--- src/design/lc4_macros.svh ---
`ifndef LC4_MACROS_SVH
`define LC4_MACROS_SVH

// Datapath and register file sizes
`define LC4_WORD     16
`define LC4_REG_W    3
`define LC4_NREGS    8
`define LC4_PC_RESET 16'h8200   // First fetch address after reset

// Instruction field positions
`define LC4_OP_HI    15
`define LC4_OP_LO    12
`define LC4_RD_HI    11
`define LC4_RD_LO    9
`define LC4_RS_HI    8
`define LC4_RS_LO    6
`define LC4_RT_HI    2
`define LC4_RT_LO    0
`define LC4_IMM_BIT  5          // Set for the imm5 forms of arith and logic
`define LC4_SUB_HI   5          // Sub-op of the register forms
`define LC4_SUB_LO   3

`endif
--- src/design/lc4_isa_pkg.sv ---
`include "lc4_macros.svh"

package lc4_isa_pkg;

    // Opcodes this core executes, anything else retires as a NOP
    typedef enum logic [3:0] {
        OP_NOP     = 4'b0000,
        OP_ARITH   = 4'b0001,   // ADD, SUB, ADD imm5
        OP_LOGIC   = 4'b0101,   // AND, NOT, OR, XOR, AND imm5
        OP_LDR     = 4'b0110,
        OP_STR     = 4'b0111,
        OP_CONST   = 4'b1001,
        OP_HICONST = 4'b1101
    } opcode_e;

    // What execute does with its operands
    typedef enum logic [3:0] {
        ALU_ADD,
        ALU_SUB,
        ALU_AND,
        ALU_NOT,
        ALU_OR,
        ALU_XOR,
        ALU_CONST,              // Sign-extended imm9
        ALU_HICONST,            // imm8 over the low byte of Rd
        ALU_ADDR                // Rs plus immediate, also ADD imm5
    } alu_op_e;

    typedef struct packed {
        logic n;
        logic z;
        logic p;
    } nzp_t;

    // Condition bits of a value written to the register file
    function automatic nzp_t nzp_of(input logic [`LC4_WORD-1:0] value);
        nzp_t bits;
        bits.n = value[`LC4_WORD-1];
        bits.z = (value == '0);
        bits.p = !bits.n && !bits.z;
        return bits;
    endfunction

endpackage

--- src/design/lc4_pipe_pkg.sv ---
`include "lc4_macros.svh"

package lc4_pipe_pkg;

    // Decode to execute
    typedef struct packed {
        logic                    valid;
        logic [`LC4_WORD-1:0]    pc;
        logic [`LC4_WORD-1:0]    insn;
        lc4_isa_pkg::alu_op_e    alu_op;
        logic [`LC4_REG_W-1:0]   r1sel;
        logic [`LC4_REG_W-1:0]   r2sel;
        logic [`LC4_REG_W-1:0]   wsel;
        logic                    regfile_we;
        logic                    is_load;
        logic                    is_store;
        logic [`LC4_WORD-1:0]    imm;        // Already sign-extended
        logic [`LC4_WORD-1:0]    r1data;
        logic [`LC4_WORD-1:0]    r2data;
    } dx_t;

    // Execute to memory
    typedef struct packed {
        logic                    valid;
        logic [`LC4_WORD-1:0]    pc;
        logic [`LC4_WORD-1:0]    insn;
        logic [`LC4_REG_W-1:0]   wsel;
        logic                    regfile_we;
        logic                    is_load;
        logic                    is_store;
        logic [`LC4_WORD-1:0]    result;     // ALU value or memory address
        logic [`LC4_WORD-1:0]    store_data;
    } xm_t;

    // Memory to writeback, also the retire trace
    typedef struct packed {
        logic                    valid;
        logic [`LC4_WORD-1:0]    pc;
        logic [`LC4_WORD-1:0]    insn;
        logic [`LC4_REG_W-1:0]   wsel;
        logic                    regfile_we;
        logic [`LC4_WORD-1:0]    data;
        lc4_isa_pkg::nzp_t       nzp;
        logic                    dmem_we;
        logic [`LC4_WORD-1:0]    dmem_addr;
        logic [`LC4_WORD-1:0]    dmem_data;  // Loaded or stored word
    } mw_t;

endpackage

--- src/design/lc4_fwd_if.sv ---
`timescale 1ns/1ps
`include "lc4_macros.svh"

// Results of the memory and writeback stages, for bypass and register write
interface lc4_fwd_if;

    logic                  m_we;     // Instruction in memory writes a register
    logic [`LC4_REG_W-1:0] m_wsel;
    logic [`LC4_WORD-1:0]  m_data;   // Load data for a load
    logic                  w_we;     // Register write this cycle
    logic [`LC4_REG_W-1:0] w_wsel;
    logic [`LC4_WORD-1:0]  w_data;

    modport src (output m_we, m_wsel, m_data, w_we, w_wsel, w_data);

    modport exe (input m_we, m_wsel, m_data, w_we, w_wsel, w_data);

    modport rf (input w_we, w_wsel, w_data);

endinterface

--- src/design/lc4_processor.sv ---
`timescale 1ns/1ps
`include "lc4_macros.svh"

module lc4_processor (
    input  logic                  gwe,
    input  logic                  i_arst_n,
    output logic [`LC4_WORD-1:0]  o_cur_pc,             // Instruction memory address
    input  logic [`LC4_WORD-1:0]  i_cur_insn,
    output logic [`LC4_WORD-1:0]  o_dmem_addr,
    input  logic [`LC4_WORD-1:0]  i_cur_dmem_data,
    output logic                  o_dmem_we,
    output logic [`LC4_WORD-1:0]  o_dmem_towrite,
    output logic                  o_test_stall,         // Bubble in writeback
    output logic [`LC4_WORD-1:0]  o_test_cur_pc,
    output logic [`LC4_WORD-1:0]  o_test_cur_insn,
    output logic                  o_test_regfile_we,
    output logic [`LC4_REG_W-1:0] o_test_regfile_wsel,
    output logic [`LC4_WORD-1:0]  o_test_regfile_data,
    output logic                  o_test_nzp_we,
    output logic [2:0]            o_test_nzp_new_bits,
    output logic                  o_test_dmem_we,
    output logic [`LC4_WORD-1:0]  o_test_dmem_addr,
    output logic [`LC4_WORD-1:0]  o_test_dmem_data
);

    lc4_pipe_pkg::dx_t     dx;
    lc4_pipe_pkg::xm_t     xm;
    lc4_pipe_pkg::mw_t     mw;
    logic                  x_load_valid;
    logic [`LC4_REG_W-1:0] x_wsel;

    lc4_fwd_if fwd ();

    lc4_decode_stage decode0 (
        .gwe            (gwe),
        .i_arst_n       (i_arst_n),
        .i_cur_insn     (i_cur_insn),
        .i_x_load_valid (x_load_valid),
        .i_x_wsel       (x_wsel),
        .fwd            (fwd.rf),
        .o_cur_pc       (o_cur_pc),
        .o_dx           (dx)
    );

    lc4_execute_stage execute0 (
        .gwe            (gwe),
        .i_arst_n       (i_arst_n),
        .i_dx           (dx),
        .fwd            (fwd.exe),
        .o_xm           (xm),
        .o_x_load_valid (x_load_valid),
        .o_x_wsel       (x_wsel)
    );

    lc4_result_stage result0 (
        .gwe             (gwe),
        .i_arst_n        (i_arst_n),
        .i_xm            (xm),
        .i_cur_dmem_data (i_cur_dmem_data),
        .fwd             (fwd.src),
        .o_dmem_addr     (o_dmem_addr),
        .o_dmem_we       (o_dmem_we),
        .o_dmem_towrite  (o_dmem_towrite),
        .o_mw            (mw)
    );

    // Retire trace straight from the writeback register
    assign o_test_stall        = !mw.valid;
    assign o_test_cur_pc       = mw.pc;
    assign o_test_cur_insn     = mw.insn;
    assign o_test_regfile_we   = mw.valid && mw.regfile_we;
    assign o_test_regfile_wsel = mw.wsel;
    assign o_test_regfile_data = mw.data;
    assign o_test_nzp_we       = o_test_regfile_we;     // Every register write sets NZP
    assign o_test_nzp_new_bits = mw.nzp;
    assign o_test_dmem_we      = mw.valid && mw.dmem_we;
    assign o_test_dmem_addr    = mw.dmem_addr;
    assign o_test_dmem_data    = mw.dmem_data;

endmodule

--- src/design/lc4_result_stage.sv ---
`timescale 1ns/1ps
`include "lc4_macros.svh"

module lc4_result_stage (
    input  logic                 gwe,
    input  logic                 i_arst_n,
    input  lc4_pipe_pkg::xm_t    i_xm,
    input  logic [`LC4_WORD-1:0] i_cur_dmem_data,   // Combinational read data
    lc4_fwd_if.src               fwd,
    output logic [`LC4_WORD-1:0] o_dmem_addr,
    output logic                 o_dmem_we,
    output logic [`LC4_WORD-1:0] o_dmem_towrite,
    output lc4_pipe_pkg::mw_t    o_mw
);

    lc4_pipe_pkg::xm_t    m_q;
    lc4_pipe_pkg::mw_t    mw_d;
    lc4_pipe_pkg::mw_t    w_q;
    logic [`LC4_WORD-1:0] m_value;  // Value the memory-stage insn will write

    always_ff @(posedge gwe or negedge i_arst_n) begin
        if (!i_arst_n) begin
            m_q <= '0;
            w_q <= '0;
        end else begin
            m_q <= i_xm;
            w_q <= mw_d;
        end
    end

    // Data memory access
    assign o_dmem_we      = m_q.valid && m_q.is_store;
    assign o_dmem_addr    = (m_q.is_load || m_q.is_store) ? m_q.result : '0;
    assign o_dmem_towrite = o_dmem_we ? m_q.store_data : '0;
    assign m_value        = m_q.is_load ? i_cur_dmem_data : m_q.result;

    always_comb begin
        mw_d.valid      = m_q.valid;
        mw_d.pc         = m_q.pc;
        mw_d.insn       = m_q.insn;
        mw_d.wsel       = m_q.wsel;
        mw_d.regfile_we = m_q.regfile_we;
        mw_d.data       = m_value;
        mw_d.nzp        = lc4_isa_pkg::nzp_of(m_value);
        mw_d.dmem_we    = o_dmem_we;
        mw_d.dmem_addr  = o_dmem_addr;
        mw_d.dmem_data  = m_q.is_load ? i_cur_dmem_data : o_dmem_towrite;
    end

    // Bypass sources and the register write
    assign fwd.m_we   = m_q.valid && m_q.regfile_we;
    assign fwd.m_wsel = m_q.wsel;
    assign fwd.m_data = m_value;
    assign fwd.w_we   = w_q.valid && w_q.regfile_we;
    assign fwd.w_wsel = w_q.wsel;
    assign fwd.w_data = w_q.data;

    assign o_mw = w_q;

endmodule

--- src/design/lc4_execute_stage.sv ---
`timescale 1ns/1ps
`include "lc4_macros.svh"

module lc4_execute_stage (
    input  logic                  gwe,
    input  logic                  i_arst_n,
    input  lc4_pipe_pkg::dx_t     i_dx,
    lc4_fwd_if.exe                fwd,
    output lc4_pipe_pkg::xm_t     o_xm,
    output logic                  o_x_load_valid,
    output logic [`LC4_REG_W-1:0] o_x_wsel
);

    lc4_pipe_pkg::dx_t    x_q;
    logic [`LC4_WORD-1:0] op_a;     // Forwarded Rs (Rd for HICONST)
    logic [`LC4_WORD-1:0] op_b;     // Forwarded Rt
    logic [`LC4_WORD-1:0] alu_b;
    logic [`LC4_WORD-1:0] alu_y;

    // Newest producer wins: memory, then writeback, then register data
    function automatic logic [`LC4_WORD-1:0] bypass(
        input logic [`LC4_REG_W-1:0] sel,
        input logic [`LC4_WORD-1:0]  rf_data
    );
        if (fwd.m_we && fwd.m_wsel == sel)
            return fwd.m_data;
        if (fwd.w_we && fwd.w_wsel == sel)
            return fwd.w_data;
        return rf_data;
    endfunction

    always_ff @(posedge gwe or negedge i_arst_n) begin
        if (!i_arst_n)
            x_q <= '0;
        else
            x_q <= i_dx;
    end

    always_comb begin
        op_a = bypass(x_q.r1sel, x_q.r1data);
        op_b = bypass(x_q.r2sel, x_q.r2data);
    end

    // AND imm5 shares the AND path with the immediate in place of Rt
    assign alu_b = (x_q.alu_op == lc4_isa_pkg::ALU_AND && x_q.insn[`LC4_IMM_BIT]) ?
                   x_q.imm : op_b;

    always_comb begin
        case (x_q.alu_op)
            lc4_isa_pkg::ALU_ADD:     alu_y = op_a + alu_b;
            lc4_isa_pkg::ALU_SUB:     alu_y = op_a - alu_b;
            lc4_isa_pkg::ALU_AND:     alu_y = op_a & alu_b;
            lc4_isa_pkg::ALU_NOT:     alu_y = ~op_a;
            lc4_isa_pkg::ALU_OR:      alu_y = op_a | alu_b;
            lc4_isa_pkg::ALU_XOR:     alu_y = op_a ^ alu_b;
            lc4_isa_pkg::ALU_CONST:   alu_y = x_q.imm;
            lc4_isa_pkg::ALU_HICONST: alu_y = {x_q.imm[7:0], op_a[7:0]};
            lc4_isa_pkg::ALU_ADDR:    alu_y = op_a + x_q.imm;   // Also LDR/STR address
            default:                  alu_y = '0;
        endcase
    end

    always_comb begin
        o_xm.valid      = x_q.valid;
        o_xm.pc         = x_q.pc;
        o_xm.insn       = x_q.insn;
        o_xm.wsel       = x_q.wsel;
        o_xm.regfile_we = x_q.regfile_we;
        o_xm.is_load    = x_q.is_load;
        o_xm.is_store   = x_q.is_store;
        o_xm.result     = alu_y;
        o_xm.store_data = op_b;         // Rt after bypass
    end

    // Load destination back to decode for the hazard check
    assign o_x_load_valid = x_q.valid && x_q.is_load;
    assign o_x_wsel       = x_q.wsel;

endmodule

--- src/design/lc4_decode_stage.sv ---
`timescale 1ns/1ps
`include "lc4_macros.svh"

module lc4_decode_stage (
    input  logic                  gwe,
    input  logic                  i_arst_n,
    input  logic [`LC4_WORD-1:0]  i_cur_insn,
    input  logic                  i_x_load_valid,  // Load sitting in execute
    input  logic [`LC4_REG_W-1:0] i_x_wsel,        // Its destination
    lc4_fwd_if.rf                 fwd,
    output logic [`LC4_WORD-1:0]  o_cur_pc,
    output lc4_pipe_pkg::dx_t     o_dx
);

    logic [`LC4_WORD-1:0]  pc_q;
    logic [`LC4_WORD-1:0]  d_pc;
    logic [`LC4_WORD-1:0]  d_insn;
    logic                  d_valid;
    logic [2:0]            sub;                 // Sub-op of register forms
    logic                  r1re;
    logic                  r2re;
    logic                  stall;
    logic [`LC4_WORD-1:0]  r1data;
    logic [`LC4_WORD-1:0]  r2data;
    lc4_pipe_pkg::dx_t     dx;                  // Decoded, before the bubble gate

    // Fetch PC and fetch/decode register both hold on a load-use stall
    always_ff @(posedge gwe or negedge i_arst_n) begin
        if (!i_arst_n) begin
            pc_q    <= `LC4_PC_RESET;
            d_valid <= 1'b0;
            d_pc    <= '0;
            d_insn  <= '0;
        end else if (!stall) begin
            pc_q    <= pc_q + 1'b1;
            d_valid <= 1'b1;
            d_pc    <= pc_q;
            d_insn  <= i_cur_insn;
        end
    end

    assign o_cur_pc = pc_q;
    assign sub      = d_insn[`LC4_SUB_HI:`LC4_SUB_LO];

    always_comb begin
        dx        = '0;
        dx.pc     = d_pc;
        dx.insn   = d_insn;
        dx.r1sel  = d_insn[`LC4_RS_HI:`LC4_RS_LO];
        dx.r2sel  = d_insn[`LC4_RT_HI:`LC4_RT_LO];
        dx.wsel   = d_insn[`LC4_RD_HI:`LC4_RD_LO];
        dx.alu_op = lc4_isa_pkg::ALU_ADD;
        dx.imm    = {{(`LC4_WORD-5){d_insn[4]}}, d_insn[4:0]};    // imm5 unless changed
        r1re      = 1'b0;
        r2re      = 1'b0;
        case (lc4_isa_pkg::opcode_e'(d_insn[`LC4_OP_HI:`LC4_OP_LO]))
            lc4_isa_pkg::OP_ARITH: begin
                r1re = 1'b1;
                if (d_insn[`LC4_IMM_BIT]) begin
                    dx.alu_op     = lc4_isa_pkg::ALU_ADDR;   // Rs + imm5
                    dx.regfile_we = 1'b1;
                end else if (sub == 3'b000 || sub == 3'b010) begin
                    r2re          = 1'b1;
                    dx.alu_op     = sub[1] ? lc4_isa_pkg::ALU_SUB : lc4_isa_pkg::ALU_ADD;
                    dx.regfile_we = 1'b1;
                end                                          // MUL and DIV stay NOP
            end
            lc4_isa_pkg::OP_LOGIC: begin
                r1re          = 1'b1;
                dx.regfile_we = 1'b1;
                if (d_insn[`LC4_IMM_BIT]) begin
                    dx.alu_op = lc4_isa_pkg::ALU_AND;        // Execute picks imm as b
                end else begin
                    r2re = (sub[1:0] != 2'b01);              // NOT has one source
                    case (sub[1:0])
                        2'b00:   dx.alu_op = lc4_isa_pkg::ALU_AND;
                        2'b01:   dx.alu_op = lc4_isa_pkg::ALU_NOT;
                        2'b10:   dx.alu_op = lc4_isa_pkg::ALU_OR;
                        default: dx.alu_op = lc4_isa_pkg::ALU_XOR;
                    endcase
                end
            end
            lc4_isa_pkg::OP_CONST: begin
                dx.alu_op     = lc4_isa_pkg::ALU_CONST;
                dx.imm        = {{(`LC4_WORD-9){d_insn[8]}}, d_insn[8:0]};
                dx.regfile_we = 1'b1;
            end
            lc4_isa_pkg::OP_HICONST: begin
                r1re          = 1'b1;
                dx.r1sel      = d_insn[`LC4_RD_HI:`LC4_RD_LO];   // Keeps the low byte of Rd
                dx.alu_op     = lc4_isa_pkg::ALU_HICONST;
                dx.imm        = {8'h00, d_insn[7:0]};
                dx.regfile_we = 1'b1;
            end
            lc4_isa_pkg::OP_LDR, lc4_isa_pkg::OP_STR: begin
                r1re          = 1'b1;
                dx.alu_op     = lc4_isa_pkg::ALU_ADDR;
                dx.imm        = {{(`LC4_WORD-6){d_insn[5]}}, d_insn[5:0]};
                dx.is_load    = !d_insn[12];
                dx.is_store   = d_insn[12];
                dx.regfile_we = !d_insn[12];
                r2re          = d_insn[12];                  // STR reads Rt
            end
            default: ;
        endcase
    end

    // Load-use hazard, one bubble
    assign stall = d_valid && i_x_load_valid &&
                   ((r1re && dx.r1sel == i_x_wsel) || (r2re && dx.r2sel == i_x_wsel));

    lc4_regfile regfile0 (
        .gwe      (gwe),
        .i_arst_n (i_arst_n),
        .i_r1sel  (dx.r1sel),
        .i_r2sel  (dx.r2sel),
        .fwd      (fwd),
        .o_r1data (r1data),
        .o_r2data (r2data)
    );

    always_comb begin
        o_dx            = dx;
        o_dx.valid      = d_valid && !stall;
        o_dx.regfile_we = dx.regfile_we && o_dx.valid;   // Bubbles write nothing
        o_dx.is_load    = dx.is_load && o_dx.valid;
        o_dx.is_store   = dx.is_store && o_dx.valid;
        o_dx.r1data     = r1data;
        o_dx.r2data     = r2data;
    end

endmodule

--- src/design/lc4_regfile.sv ---
`timescale 1ns/1ps
`include "lc4_macros.svh"

module lc4_regfile (
    input  logic                  gwe,
    input  logic                  i_arst_n,
    input  logic [`LC4_REG_W-1:0] i_r1sel,
    input  logic [`LC4_REG_W-1:0] i_r2sel,
    lc4_fwd_if.rf                 fwd,
    output logic [`LC4_WORD-1:0]  o_r1data,
    output logic [`LC4_WORD-1:0]  o_r2data
);

    logic [`LC4_WORD-1:0] regs [`LC4_NREGS];

    always_ff @(posedge gwe or negedge i_arst_n) begin
        if (!i_arst_n) begin
            for (int i = 0; i < `LC4_NREGS; i++) begin
                regs[i] <= '0;
            end
        end else if (fwd.w_we) begin
            regs[fwd.w_wsel] <= fwd.w_data;    // Writeback result
        end
    end

    // Same-cycle write passes straight to the reads
    assign o_r1data = (fwd.w_we && fwd.w_wsel == i_r1sel) ? fwd.w_data : regs[i_r1sel];
    assign o_r2data = (fwd.w_we && fwd.w_wsel == i_r2sel) ? fwd.w_data : regs[i_r2sel];

endmodule

--- config.mk ---
export PLATFORM = sky130hd
export DESIGN_NAME = lc4_processor
export DESIGN_NICKNAME = d
export VERILOG_FILES = /design/src/design/lc4_isa_pkg.sv /design/src/design/lc4_pipe_pkg.sv /design/src/design/lc4_fwd_if.sv /design/src/design/lc4_processor.sv /design/src/design/lc4_result_stage.sv /design/src/design/lc4_execute_stage.sv /design/src/design/lc4_decode_stage.sv /design/src/design/lc4_regfile.sv
export VERILOG_INCLUDE_DIRS = /design/src /design/src/design
export SDC_FILE = /design/constraint.sdc
export NUM_CORES = 1
export LEC_CHECK = 0
export BUFFER_PORTS_ARGS = -buffer_cell sky130_fd_sc_hd__buf_4
export CAP_MARGIN = 20
export CELL_PAD_IN_SITES_DETAIL_PLACEMENT = 1
export CELL_PAD_IN_SITES_GLOBAL_PLACEMENT = 1
export CORE_MARGIN = 2
export CORE_UTILIZATION = 40
export DETAILED_ROUTE_END_ITERATION = 16
export HOLD_SLACK_MARGIN = 0.15
export PLACE_DENSITY_LB_ADDON = 0.1
export SLEW_MARGIN = 20
export SYNTH_ARGS = -nofsm -noshare
export SYNTH_HDL_FRONTEND = slang
export SYNTH_SLANG_ARGS = --single-unit
--- constraint.sdc ---
create_clock -name gwe -period 6 [get_ports gwe]
set_input_delay 0.6 -clock gwe [delete_from_list [all_inputs] [get_ports gwe]]
set_output_delay 0.6 -clock gwe [all_outputs]
set_load 0.01 [all_outputs]
# After elaboration in Yosys (flattened, before gate mapping)
# Cells that the tools add are included.
# classes
addsub,4
n_mul,0
div,0
magnitude_cmp,4
n_eq_ne,26
n_shift,0
mux,47
bitwise,7
n_reduce_logical,37
# op_table
op,n
16-bit 2-to-1 mux,20
16-bit one-hot mux with 9 select lines,1
128-bit bitwise mux,1
16-bit binary-select mux with 3-bit select,2
16-bit demux with 3-bit select,1
16-bit one-hot mux with 3 select lines,1
16-bit adder,2
"4-bit by 3-bit == test with 1-bit output, second input constant",7
3-bit == test,8
1-bit logical AND,22
4-bit one-hot mux with 5 select lines,1
"16-bit by 1-bit adder with 16-bit output, second input constant",1
16-bit bitwise AND,1
16-bit logical NOT,1
16-bit inverter,1
16-bit OR,1
16-bit subtractor,1
16-bit bitwise XOR,1
"4-bit == test, second input constant",3
"4-bit greater-or-equal comparator, second input constant",3
1-bit 2-to-1 mux,12
3-bit inverter with 4-bit output,3
3-bit one-hot mux with 3 select lines,1
"4-bit by 1-bit == test with 1-bit output, second input constant",2
other kinds (18),28
# word_totals
reg_bits,434
latch_bits,0
ramBits,0
romBits,0
output_inout_bits,139
elab_cells,171
n_memories,0

# Logic depth before layout (Yosys ltp)
# Gate-level depths: netlist of the first run.
# depth
depth_word,11
mapped_depth,24

# Modules after synthesis
# Synthesis of the first run repeated with hierarchy kept, for this count alone.
# hier_totals
hier_cells,1668
hier_area_um2,21436.8
# modules_own_cells
mod,n_inst,cells_each,area_each_um2,seq_area_each_um2
lc4_regfile,1,452,7508.5,3203.1
lc4_execute_stage,1,636,6278.5,2427.3
lc4_result_stage,1,355,5032.3,3978.8
lc4_decode_stage,1,221,2593.7,1228.7
lc4_processor,1,4,23.8,0.0

# Worst setup path before layout of the first run
# Ideal clock, no wire load.
# synth_timing
path_type,register to register
from,"register, netlist name result0.o_mw[65]"
to,register result0.m_q[31] (netlist name)
setup_time_ns,0.070
t_arrival_ns,5.012
required_ns,5.930
path_slack_ns,0.918
stages_incl_launch_ff,23
period_less_slack_ns,5.082
cell_sequence,dfrtp_1 > buf_6 > xnor2_4 > or4b_1 > buf_6 > buf_12 > a221oi_1 > nor2_1 > a21boi_2 > ha_1 > a22oi_1 > o21ai_0 > ha_1 > a211oi_1 > o21bai_1 > a31o_2 > o41a_1 > a41oi_1 > o21ai_1 > mux2_2 > nor4b_1 > a31oi_1 > nand3b_1
# synth_lines
item,line_no,rtl
end signal: assignment,lc4_result_stage.sv:26,m_q <= i_xm;
end: declaration,lc4_result_stage.sv:16,lc4_pipe_pkg::xm_t m_q;

==> metrics, run 1 <==
worst hold path startpoint=i_cur_insn[0]; P_leak=10.9 nW; maximum vdd drop=0.197 mV; setup bufs post-CTS=0; Worst-Margin Slew=1.12 ns; CP arrival=6.17 ns; commonest cells in the netlist=dfrtp_1 (407), nand2_1 (257), mux2_2 (165); internal reg-to-reg setup slack=0.32 ns; CTS root buffer=clkbuf_16; largest area contributor in the synthesized netlist=dfrtp_1; setup tns final=0 ns; NumNets Final=1,986; final-report hold violation count=0; Inserted Clock Buffers=46; maxcap violations=0; count leader, synth=dfrtp_1; core area=50,100 um^2; H-tree depth=2; Post-synth EDFFs=0; latest clock arrival within the worst-skew pair=0.58 ns; Max Slew Vio Count=0; relative slew slack=25.1%; layout cells sized above 1=28.1%; DR vias/cell=5.43; num rows=82; Tmin final=5.68 ns; reg2reg start=execute0.o_xm[40]; clock sink count=409; fraction of registers with async set/reset=100%; DRC=0; post-synthesis sequential area ratio=50.6%; Tot GR Track Use=23.8%; TritonCTS clock tree=built; unrepaired setup endpoints after global routing=false; grt total ovfl=0; final wirelength=61,400 um; R2R Path End=result0.m_q[31]; Hold Path Class=in -> reg; crit path launch type=register; synth warn=0; setup violators final=0; antenna violations before repair=0; critical path startpoint=execute0.o_xm[40]; die span in y=229 um; first-pass GRT wire length=95,400 um; pwr/cell area=399 nW/um^2; top-area cell type share of the netlist area=50.4%; CP endpoint kind=register; overall die width=229 um; Seq cells post-synth=409; fmax=176 MHz; crit path kind=reg -> reg; Worst Setup EP=result0.m_q[31]; die area=52,400 um^2; average cell area after synthesis=11.0 um^2; syn nets=1,927; Routed Antenna Nets=0; TritonRoute pass-1 iters=5; Register-to-Register Path Depth=21; number of global-route vias before repair=15,200; DP Area=21,700 um^2; filler instances=5,442; critical path required time=6.49 ns; Post-DP HPWL=41,600 um; Post-Syn Instances=1,840; Final period util=94.7%; largest net degree at the start of global routing=161; post-route cell area=23,200 um^2; gp weighted congestion=0.896; routed len/inst=23.6 um; Ant. Diodes=0; top cells by area, synth=dfrtp_1 (50%), mux2_2 (9.2%), nand2_1 (4.8%), buf_4 (3.9%), mux4_2 (3.6%); # IOs=173; synth unique cells=81; clk slew on worst S/H paths=0.06 ns; Final Skew=0.0206 ns; synthesized cell area=20,200 um^2; clk buf depth=3; Initial Utilization=40.4%; top_reg_cell synth=dfrtp_1; Syn-to-layout area delta=14.9%; status=completed; Port Buffers=172; Worst Path Max Fanout=11; Iter 0 DRT Violations=784; via count=14,200
[timing repair]
item                                   CTS  global route
resized for setup                        0             5
endpoints found under the hold margin   98             0
setup endpoints to repair                0             1
hold buffers                             1             0
[metrics by stage]
step,util [%],cells,hold WS [ns],power (mW),setup WS [ns]
floorplan,-,1840,0.304,5.40,0.918
global placement,43.3,2522,0.331,6.34,0.426
detailed placement,43.3,2522,0.336,6.42,0.251
CTS,46.3,2607,0.229,9.35,0.188
global route,46.4,2607,0.233,9.79,0.0196
finish,46.4,2607,0.255,9.27,0.316
[cell type report]
class	instances	area, um^2	area share, %
timing repair buffer	232	1780	7.65
clock buffer	71	1330	5.70
clock inverter	13	204	0.878
tap	672	841	3.62
multi-input combinational	1136	8570	36.9
inverter	74	278	1.20
sequential	409	10200	44.1
[worst min-delay path by stage]
stage	to	slack, ns	depth (start not counted)
2_1_floorplan	decode0.d_insn[0]	0.30	0
3_3_place_gp	result0.m_q[51]	0.33	0
3_5_place_dp	result0.m_q[52]	0.34	0
4_1_cts	decode0.d_insn[0]	0.23	2
5_1_grt	decode0.d_insn[3]	0.23	2
6_report	decode0.d_insn[0]	0.25	2
[layout by cell type (no fill, tap or decap), types with 9 or more instances in the layout]
| cell type | instances |
|---|---|
| dfrtp_1 | 406 |
| nand2_1 | 257 |
| buf_4 | 228 |
| mux2_2 | 165 |
| o21ai_0 | 112 |
| inv_1 | 70 |
| nor2_1 | 67 |
| ha_1 | 52 |
| a21oi_1 | 49 |
| nand3_1 | 46 |
| clkbuf_16 | 46 |
| mux2i_1 | 43 |
| xnor2_1 | 37 |
| mux4_2 | 32 |
| and3_1 | 30 |
| xor2_1 | 21 |
| a31oi_1 | 20 |
| clkbuf_1 | 17 |
| a311oi_1 | 16 |
| o221ai_1 | 11 |
| a222oi_1 | 11 |
| o211ai_1 | 10 |
| o21a_1 | 9 |
[report_power, final]
part / leakage [nW] / switching [mW] / internal (mW)
logic: 4.87 / 1.39 / 1.11
clock network: 0.746 / 1.14 / 1.73
registers: 5.27 / 0.563 / 3.33
total: 10.9 / 3.09 / 6.18
[kinds of logic after synthesis]
kind of cell | after synthesis | synth area share (%)
DFF | 409 | 50.6
other | 1 | 0.0185
AOI/OAI and AO/OA | 298 | 9.60
xor gates and xnor gates | 59 | 2.65
buffers and inverters | 295 | 7.64
adders and majority gates | 53 | 3.32
muxes | 244 | 15.1
and+or+nand+nor | 481 | 11.0
[sequential cells by signal, summed over array words and instances (netlist names)]
| signal | count |
|---|---|
| decode0.regfile0.regs | 128 |
| result0.o_mw | 69 |
| result0.m_q | 68 |
| execute0.x_q | 43 |
| execute0.o_xm | 36 |
| decode0.d_insn | 16 |
| decode0.d_pc | 16 |
| decode0.o_cur_pc | 16 |
| result0.fwd.w_data | 16 |
| decode0.d_valid | 1 |
[metal layers]
layer | up-vias | share of wire (%) | GRT usage [%]
met3 | 101 | 3.1 | 2.96
met4 | 0 | 3.1 | 7.89
met5 | - | 0 | 0
met1 | 7390 | 45 | 32.1
met2 | 250 | 49 | 39.7
li1 | 6426 | - | -
[critical path, stage by stage (launching register included)]
cell      delay [ns]
dfrtp_1         0.49
xor2_1          0.20
or4b_4          0.60
buf_4           0.23
a221oi_2        0.36
o21a_1          0.27
inv_2           0.09
nor4_4          0.38
nand3_2         0.17
a211o_1         0.30
nor3b_2         0.21
xnor2_1         0.13
o221ai_1        0.19
ha_1            0.43
a21o_1          0.21
a21o_1          0.17
a21oi_1         0.22
o21ai_2         0.15
mux2_2          0.31
nor4b_1         0.30
a31oi_1         0.08
nand3b_1        0.12
No activity file was read; power rests on OpenSTA's default activity.
==> inputs of run 2 (changes only) <==
PLACE_DENSITY_LB_ADDON = 0.3   (was 0.1)
==> metrics, run 2 (same netlist as run 1, synthesis figures left out) <==
clock sink count=409; die area=52,400 um^2; Syn-to-layout area delta=14.7%; Comb pwr share=26.4%; latest clock arrival within the worst-skew pair=0.60 ns; final-report hold violation count=0; Reg power frac=42.6%; Crit path largest cell delay=0.57 ns; core area=50,100 um^2; via count=14,300; CP endpoint kind=register; number of global-route vias before repair=15,300; DR vias/cell=5.52; Initial Utilization=40.4%; total internal power=6.09 mW; num rows=82; routed len/inst=23.6 um; crit path kind=reg -> reg; pwr/cell area=398 nW/um^2; area of the multi-input gates=8550 um^2; Worst-Margin Slew=1.17 ns; largest net degree at the start of global routing=165; CTS root buffer=clkbuf_16; TritonRoute pass-1 iters=6; clk buf depth=3; CP dominant cell by count=a21o_1; layout cells sized above 1=28.2%; Ant. Diodes=0; Final period util=95.1%; setup bufs post-CTS=0; Tmin final=5.70 ns; Routed Antenna Nets=0; P_leak=10.9 nW; Pwr Total=9.24 mW; Post-DP HPWL=41,600 um; unrepaired setup endpoints after global routing=false; NumNets Final=1,978; Register-to-Register Path Depth=21; Port Buffers=172; Clk pwr share=31.0%; CP max stage cell=or4b_4; Util after Layout=46.3%; CP arrival=6.22 ns; worst path cell trace=xnor2_4, or4b_4, a221oi_2, nor2_1, a21boi_4, inv_2, nor4_4, nand3_1, a211o_1, nor3b_2, xnor2_1, o221ai_1, ha_1, a21o_1, a21o_1, a21oi_1, o21ai_2, mux2_2, nor4b_1, a31oi_1, nand3b_1; internal reg-to-reg setup slack=0.30 ns; TritonCTS clock tree=built; Iter 0 DRT Violations=915; Hold Path Stages=2; Hold Path Class=in -> reg; status=completed; Inserted Clock Buffers=45; fmax=175 MHz; final std cells w/o fill=2,599; setup tns final=0 ns; most flop-heavy register=decode0.regfile0.regs; maxcap violations=0; Final Skew=0.0182 ns; antenna violations before repair=0; critical path required time=6.52 ns; Switching Power=3.15 mW; gp weighted congestion=0.920; commonest non-fill, non-tap cell in the layout=dfrtp_1; grt total ovfl=0; # IOs=173; max reg flops=128; DRC=0; filler instances=5,398; Tot GR Track Use=23.6%; setup violators final=0; DP Cell Count=2,515; H-tree depth=2; clk slew on worst S/H paths=0.06 ns; reg2reg start=execute0.o_xm[38]; R2R Path End=result0.m_q[31]; overall die width=229 um; final wirelength=61,400 um; final hold slack=0.226 ns; first-pass GRT wire length=94,700 um; relative slew slack=21.4%; switching fraction of total power=34.1%; Max Slew Vio Count=0; Worst Path Max Fanout=7; Seq. cell area=10,200 um^2; commonest cells after routing, fill and taps aside=dfrtp_1 (406), nand2_1 (257), buf_4 (221); crit path launch type=register; maximum vdd drop=0.224 mV; worst min-delay path endpoint=decode0.d_insn[6]; worst hold path startpoint=i_cur_insn[6]; die span in y=229 um
==> run 2: what timing repair did <==
action                                  in CTS  in global routing
hold buffers                                 1                  0
endpoints found under the setup margin       0                  1
endpoints found under the hold margin       84                  0
gates resized for setup                      0                  6
==> run 2: cell type report <==
type	count	share of cell area, %
flip-flops and latches	409	44.1
multi-input cells	1136	36.9
repair buffers	225	7.43
clock buffers	60	5.57
well taps	672	3.63
inverters	74	1.20
clock inverters	23	1.14
==> run 2: power groups by stage <==
stage	clock (mW)	combinational (mW)	sequential, mW
2_1_floorplan	0	1.77	3.63
3_3_place_gp	0	2.34	3.92
3_5_place_dp	0	2.40	3.97
4_1_cts	2.93	2.43	3.93
5_1_grt	3.04	2.65	4.02
6_report	2.86	2.44	3.94
==> run 2: layer usage <==
layer / track usage (%) / routed length, um / vias to the layer above
met4: 9.92 / 2190 / 0
met5: 0 / 0 / -
met1: 29.4 / 25200 / 7448
met3: 3.03 / 2560 / 106
li1: - / - / 6415
met2: 41.2 / 31500 / 377
==> run 2: worst max path at each step <==
stage | from | depth (start not counted) | slack [ns] | to
after floorplan | result0.o_mw[65] | 22 | 0.92 | result0.m_q[31]
after global placement | execute0.o_xm[38] | 21 | 0.47 | result0.m_q[31]
after detailed placement | execute0.o_xm[38] | 20 | 0.25 | result0.m_q[31]
after CTS | execute0.o_xm[38] | 20 | 0.19 | result0.m_q[31]
after global routing | execute0.o_xm[38] | 21 | 0.06 | result0.m_q[31]
final | execute0.o_xm[38] | 21 | 0.30 | result0.m_q[31]
==> run 2: metrics by stage <==
stage	setup slack (ns)	instance area [um^2]
floorplan	0.918	20200
global placement	0.466	21600
detailed placement	0.254	21600
CTS	0.190	23200
global route	0.0613	23200
finish	0.296	23200
==> run 2: worst max-delay path: cells and delay by family (launching register included) <==
family | cells | cell delay (ns)
simple gates | 7 | 1.93
mux | 1 | 0.31
flops | 1 | 0.51
xor+xnor | 2 | 0.41
buf+inv | 1 | 0.10
compound gates | 9 | 1.93
fa+ha+maj | 1 | 0.42
==> inputs of run 3 (changes only) <==
ABC_CLOCK_PERIOD_IN_PS = 6000   (was not set)
CAP_MARGIN = 30   (was 20)
SETUP_SLACK_MARGIN = 0.5   (was not set)
==> metrics, run 3 (same netlist as run 1, synthesis figures left out) <==
reg2reg start=execute0.o_xm[39]; TritonCTS clock tree=built; switching fraction of total power=34.2%; layout cells sized above 1=29.1%; num rows=82; Tot GR Track Use=23.6%; unrepaired setup endpoints after global routing=true; Pwr Total=9.14 mW; core area=50,100 um^2; CP arrival=5.78 ns; relative slew slack=31.4%; Worst Path Max Fanout=10; Reg power frac=43.1%; die area=52,400 um^2; Routed Antenna Nets=0; Seq. cell area=10,200 um^2; overall die width=229 um; antenna violations before repair=0; pwr/cell area=393 nW/um^2; worst path cell trace=xor2_1, or4b_4, buf_4, mux2i_1, a21boi_0, a2111o_1, o32a_1, or3_1, a32oi_1, o21ai_0, ha_1, nand3_1, o21ai_4, mux2_2, nor4b_2, a31oi_1, nand3b_1; met1 usage=29.9%; Hold Path Stages=2; commonest non-fill, non-tap cell in the layout=dfrtp_1; clock sink count=409; Initial Utilization=40.4%; final-report hold violation count=0; H-tree depth=2; routed len/inst=23.7 um; maxcap violations=0; Syn-to-layout area delta=15.0%; R2R Path End=result0.m_q[31]; CP max stage cell=or4b_4; TritonRoute pass-1 iters=7; Post-DP HPWL=41,700 um; gp weighted congestion=0.920; M2 GR Usage=41.6%; met3 usage=2.79%; Tmin final=5.26 ns; Final period util=87.7%; filler instances=5,412; crit path kind=reg -> reg; Hold Path Class=in -> reg; Port Buffers=172; Worst-Margin Slew=1.03 ns; Max Slew Vio Count=0; via count=14,400; Clk pwr share=29.7%; latest clock arrival within the worst-skew pair=0.59 ns; CP endpoint kind=register; most flop-heavy register=decode0.regfile0.regs; Crit path largest cell delay=0.61 ns; setup violators final=0; total internal power=6.01 mW; critical path required time=6.52 ns; commonest cells after routing, fill and taps aside=dfrtp_1 (403), nand2_1 (256), buf_4 (229); maximum vdd drop=0.187 mV; worst min-delay path endpoint=decode0.d_insn[6]; Comb pwr share=27.2%; Iter 0 DRT Violations=996; max reg flops=128; CTS root buffer=clkbuf_16; clk buf depth=3; NumNets Final=1,988; DR vias/cell=5.53; # IOs=173; area of the multi-input gates=8620 um^2; number of global-route vias before repair=15,300; first-pass GRT wire length=94,900 um; crit path launch type=register; DRC=0; final wirelength=61,700 um; Register-to-Register Path Depth=17; fmax=190 MHz; largest net degree at the start of global routing=165; Final Skew=0.0182 ns; internal reg-to-reg setup slack=0.74 ns; setup tns final=0 ns; Inserted Clock Buffers=44; status=completed; Ant. Diodes=0; Switching Power=3.12 mW; grt total ovfl=0; worst hold path startpoint=i_cur_insn[6]; P_leak=10.9 nW; die span in y=229 um; clk slew on worst S/H paths=0.06 ns; gr busiest metal=met2
==> run 3: cell types whose count changed in the layout (fill, tap and decap cells not counted), sizes merged <==
cell      delta
clkinvlp     -1
clkbuf       +1
clkinv       -2
bufinv       -1
buf         +11
==> run 3: critical path, delay by kind of cell, from the launching register on <==
| kind | cells | cell delay (ns) |
|---|---|---|
| compound gates | 7 | 1.70 |
| simple gates | 5 | 1.50 |
| mux | 2 | 0.66 |
| flops | 1 | 0.48 |
| fa+ha+maj | 1 | 0.43 |
| buf+inv | 1 | 0.24 |
| xor+xnor | 1 | 0.18 |
==> run 3: stage by stage <==
step	area (um^2)	cells	utilization (%)	hold WS, ns	setup WS (ns)
final	23200	2607	46.4	0.236	0.739
after global routing	23200	2607	46.4	0.224	0.464
after CTS	23100	2598	46.1	0.215	0.513
after detailed placement	21600	2517	43.2	0.336	0.220
after global placement	21600	2515	43.1	0.331	0.466
after floorplan	20200	1840	-	0.304	0.918
==> run 3: power by group through the flow <==
| stage | clock network, mW | registers, mW | logic (mW) |
|---|---|---|---|
| floorplan | 0 | 3.63 | 1.77 |
| global placement | 0 | 3.92 | 2.34 |
| detailed placement | 0 | 3.97 | 2.41 |
| finish | 2.72 | 3.94 | 2.49 |
| CTS | 2.78 | 3.93 | 2.44 |
| global route | 2.90 | 4.02 | 2.71 |
==> run 3: final cells by class <==
type,count,area share (%)
flip-flops and latches,409,44.1
multi-input cells,1136,37.1
repair buffers,236,7.85
clock buffers,61,5.40
well taps,672,3.62
inverters,74,1.21
clock inverters,19,0.786
==> run 3: layer usage <==
metal  up-vias  wire, um
met4         0      2230
met3       125      2540
li1       6433         -
met1      7493     25500
met2       367     31400
met5         -         0
==> run 3: worst max-delay path by stage <==
stage	from	to	slack, ns	cells past startpoint
after floorplan	result0.o_mw[65]	result0.m_q[31]	0.92	22
after global placement	execute0.o_xm[38]	result0.m_q[31]	0.47	21
after detailed placement	execute0.o_xm[38]	result0.m_q[31]	0.22	20
after CTS	execute0.o_xm[40]	result0.m_q[31]	0.51	21
after global routing	execute0.o_xm[39]	result0.m_q[31]	0.46	21
final	execute0.o_xm[39]	result0.m_q[31]	0.74	17
==> run 3: repair_timing <==
action / CTS / global route
buffers inserted: 0 / 8
pin swaps: 2 / 9
gates resized for setup: 9 / 16
hold endpoints to repair: 84 / 0
hold buffers: 1 / 0
setup endpoints to repair: 1 / 4
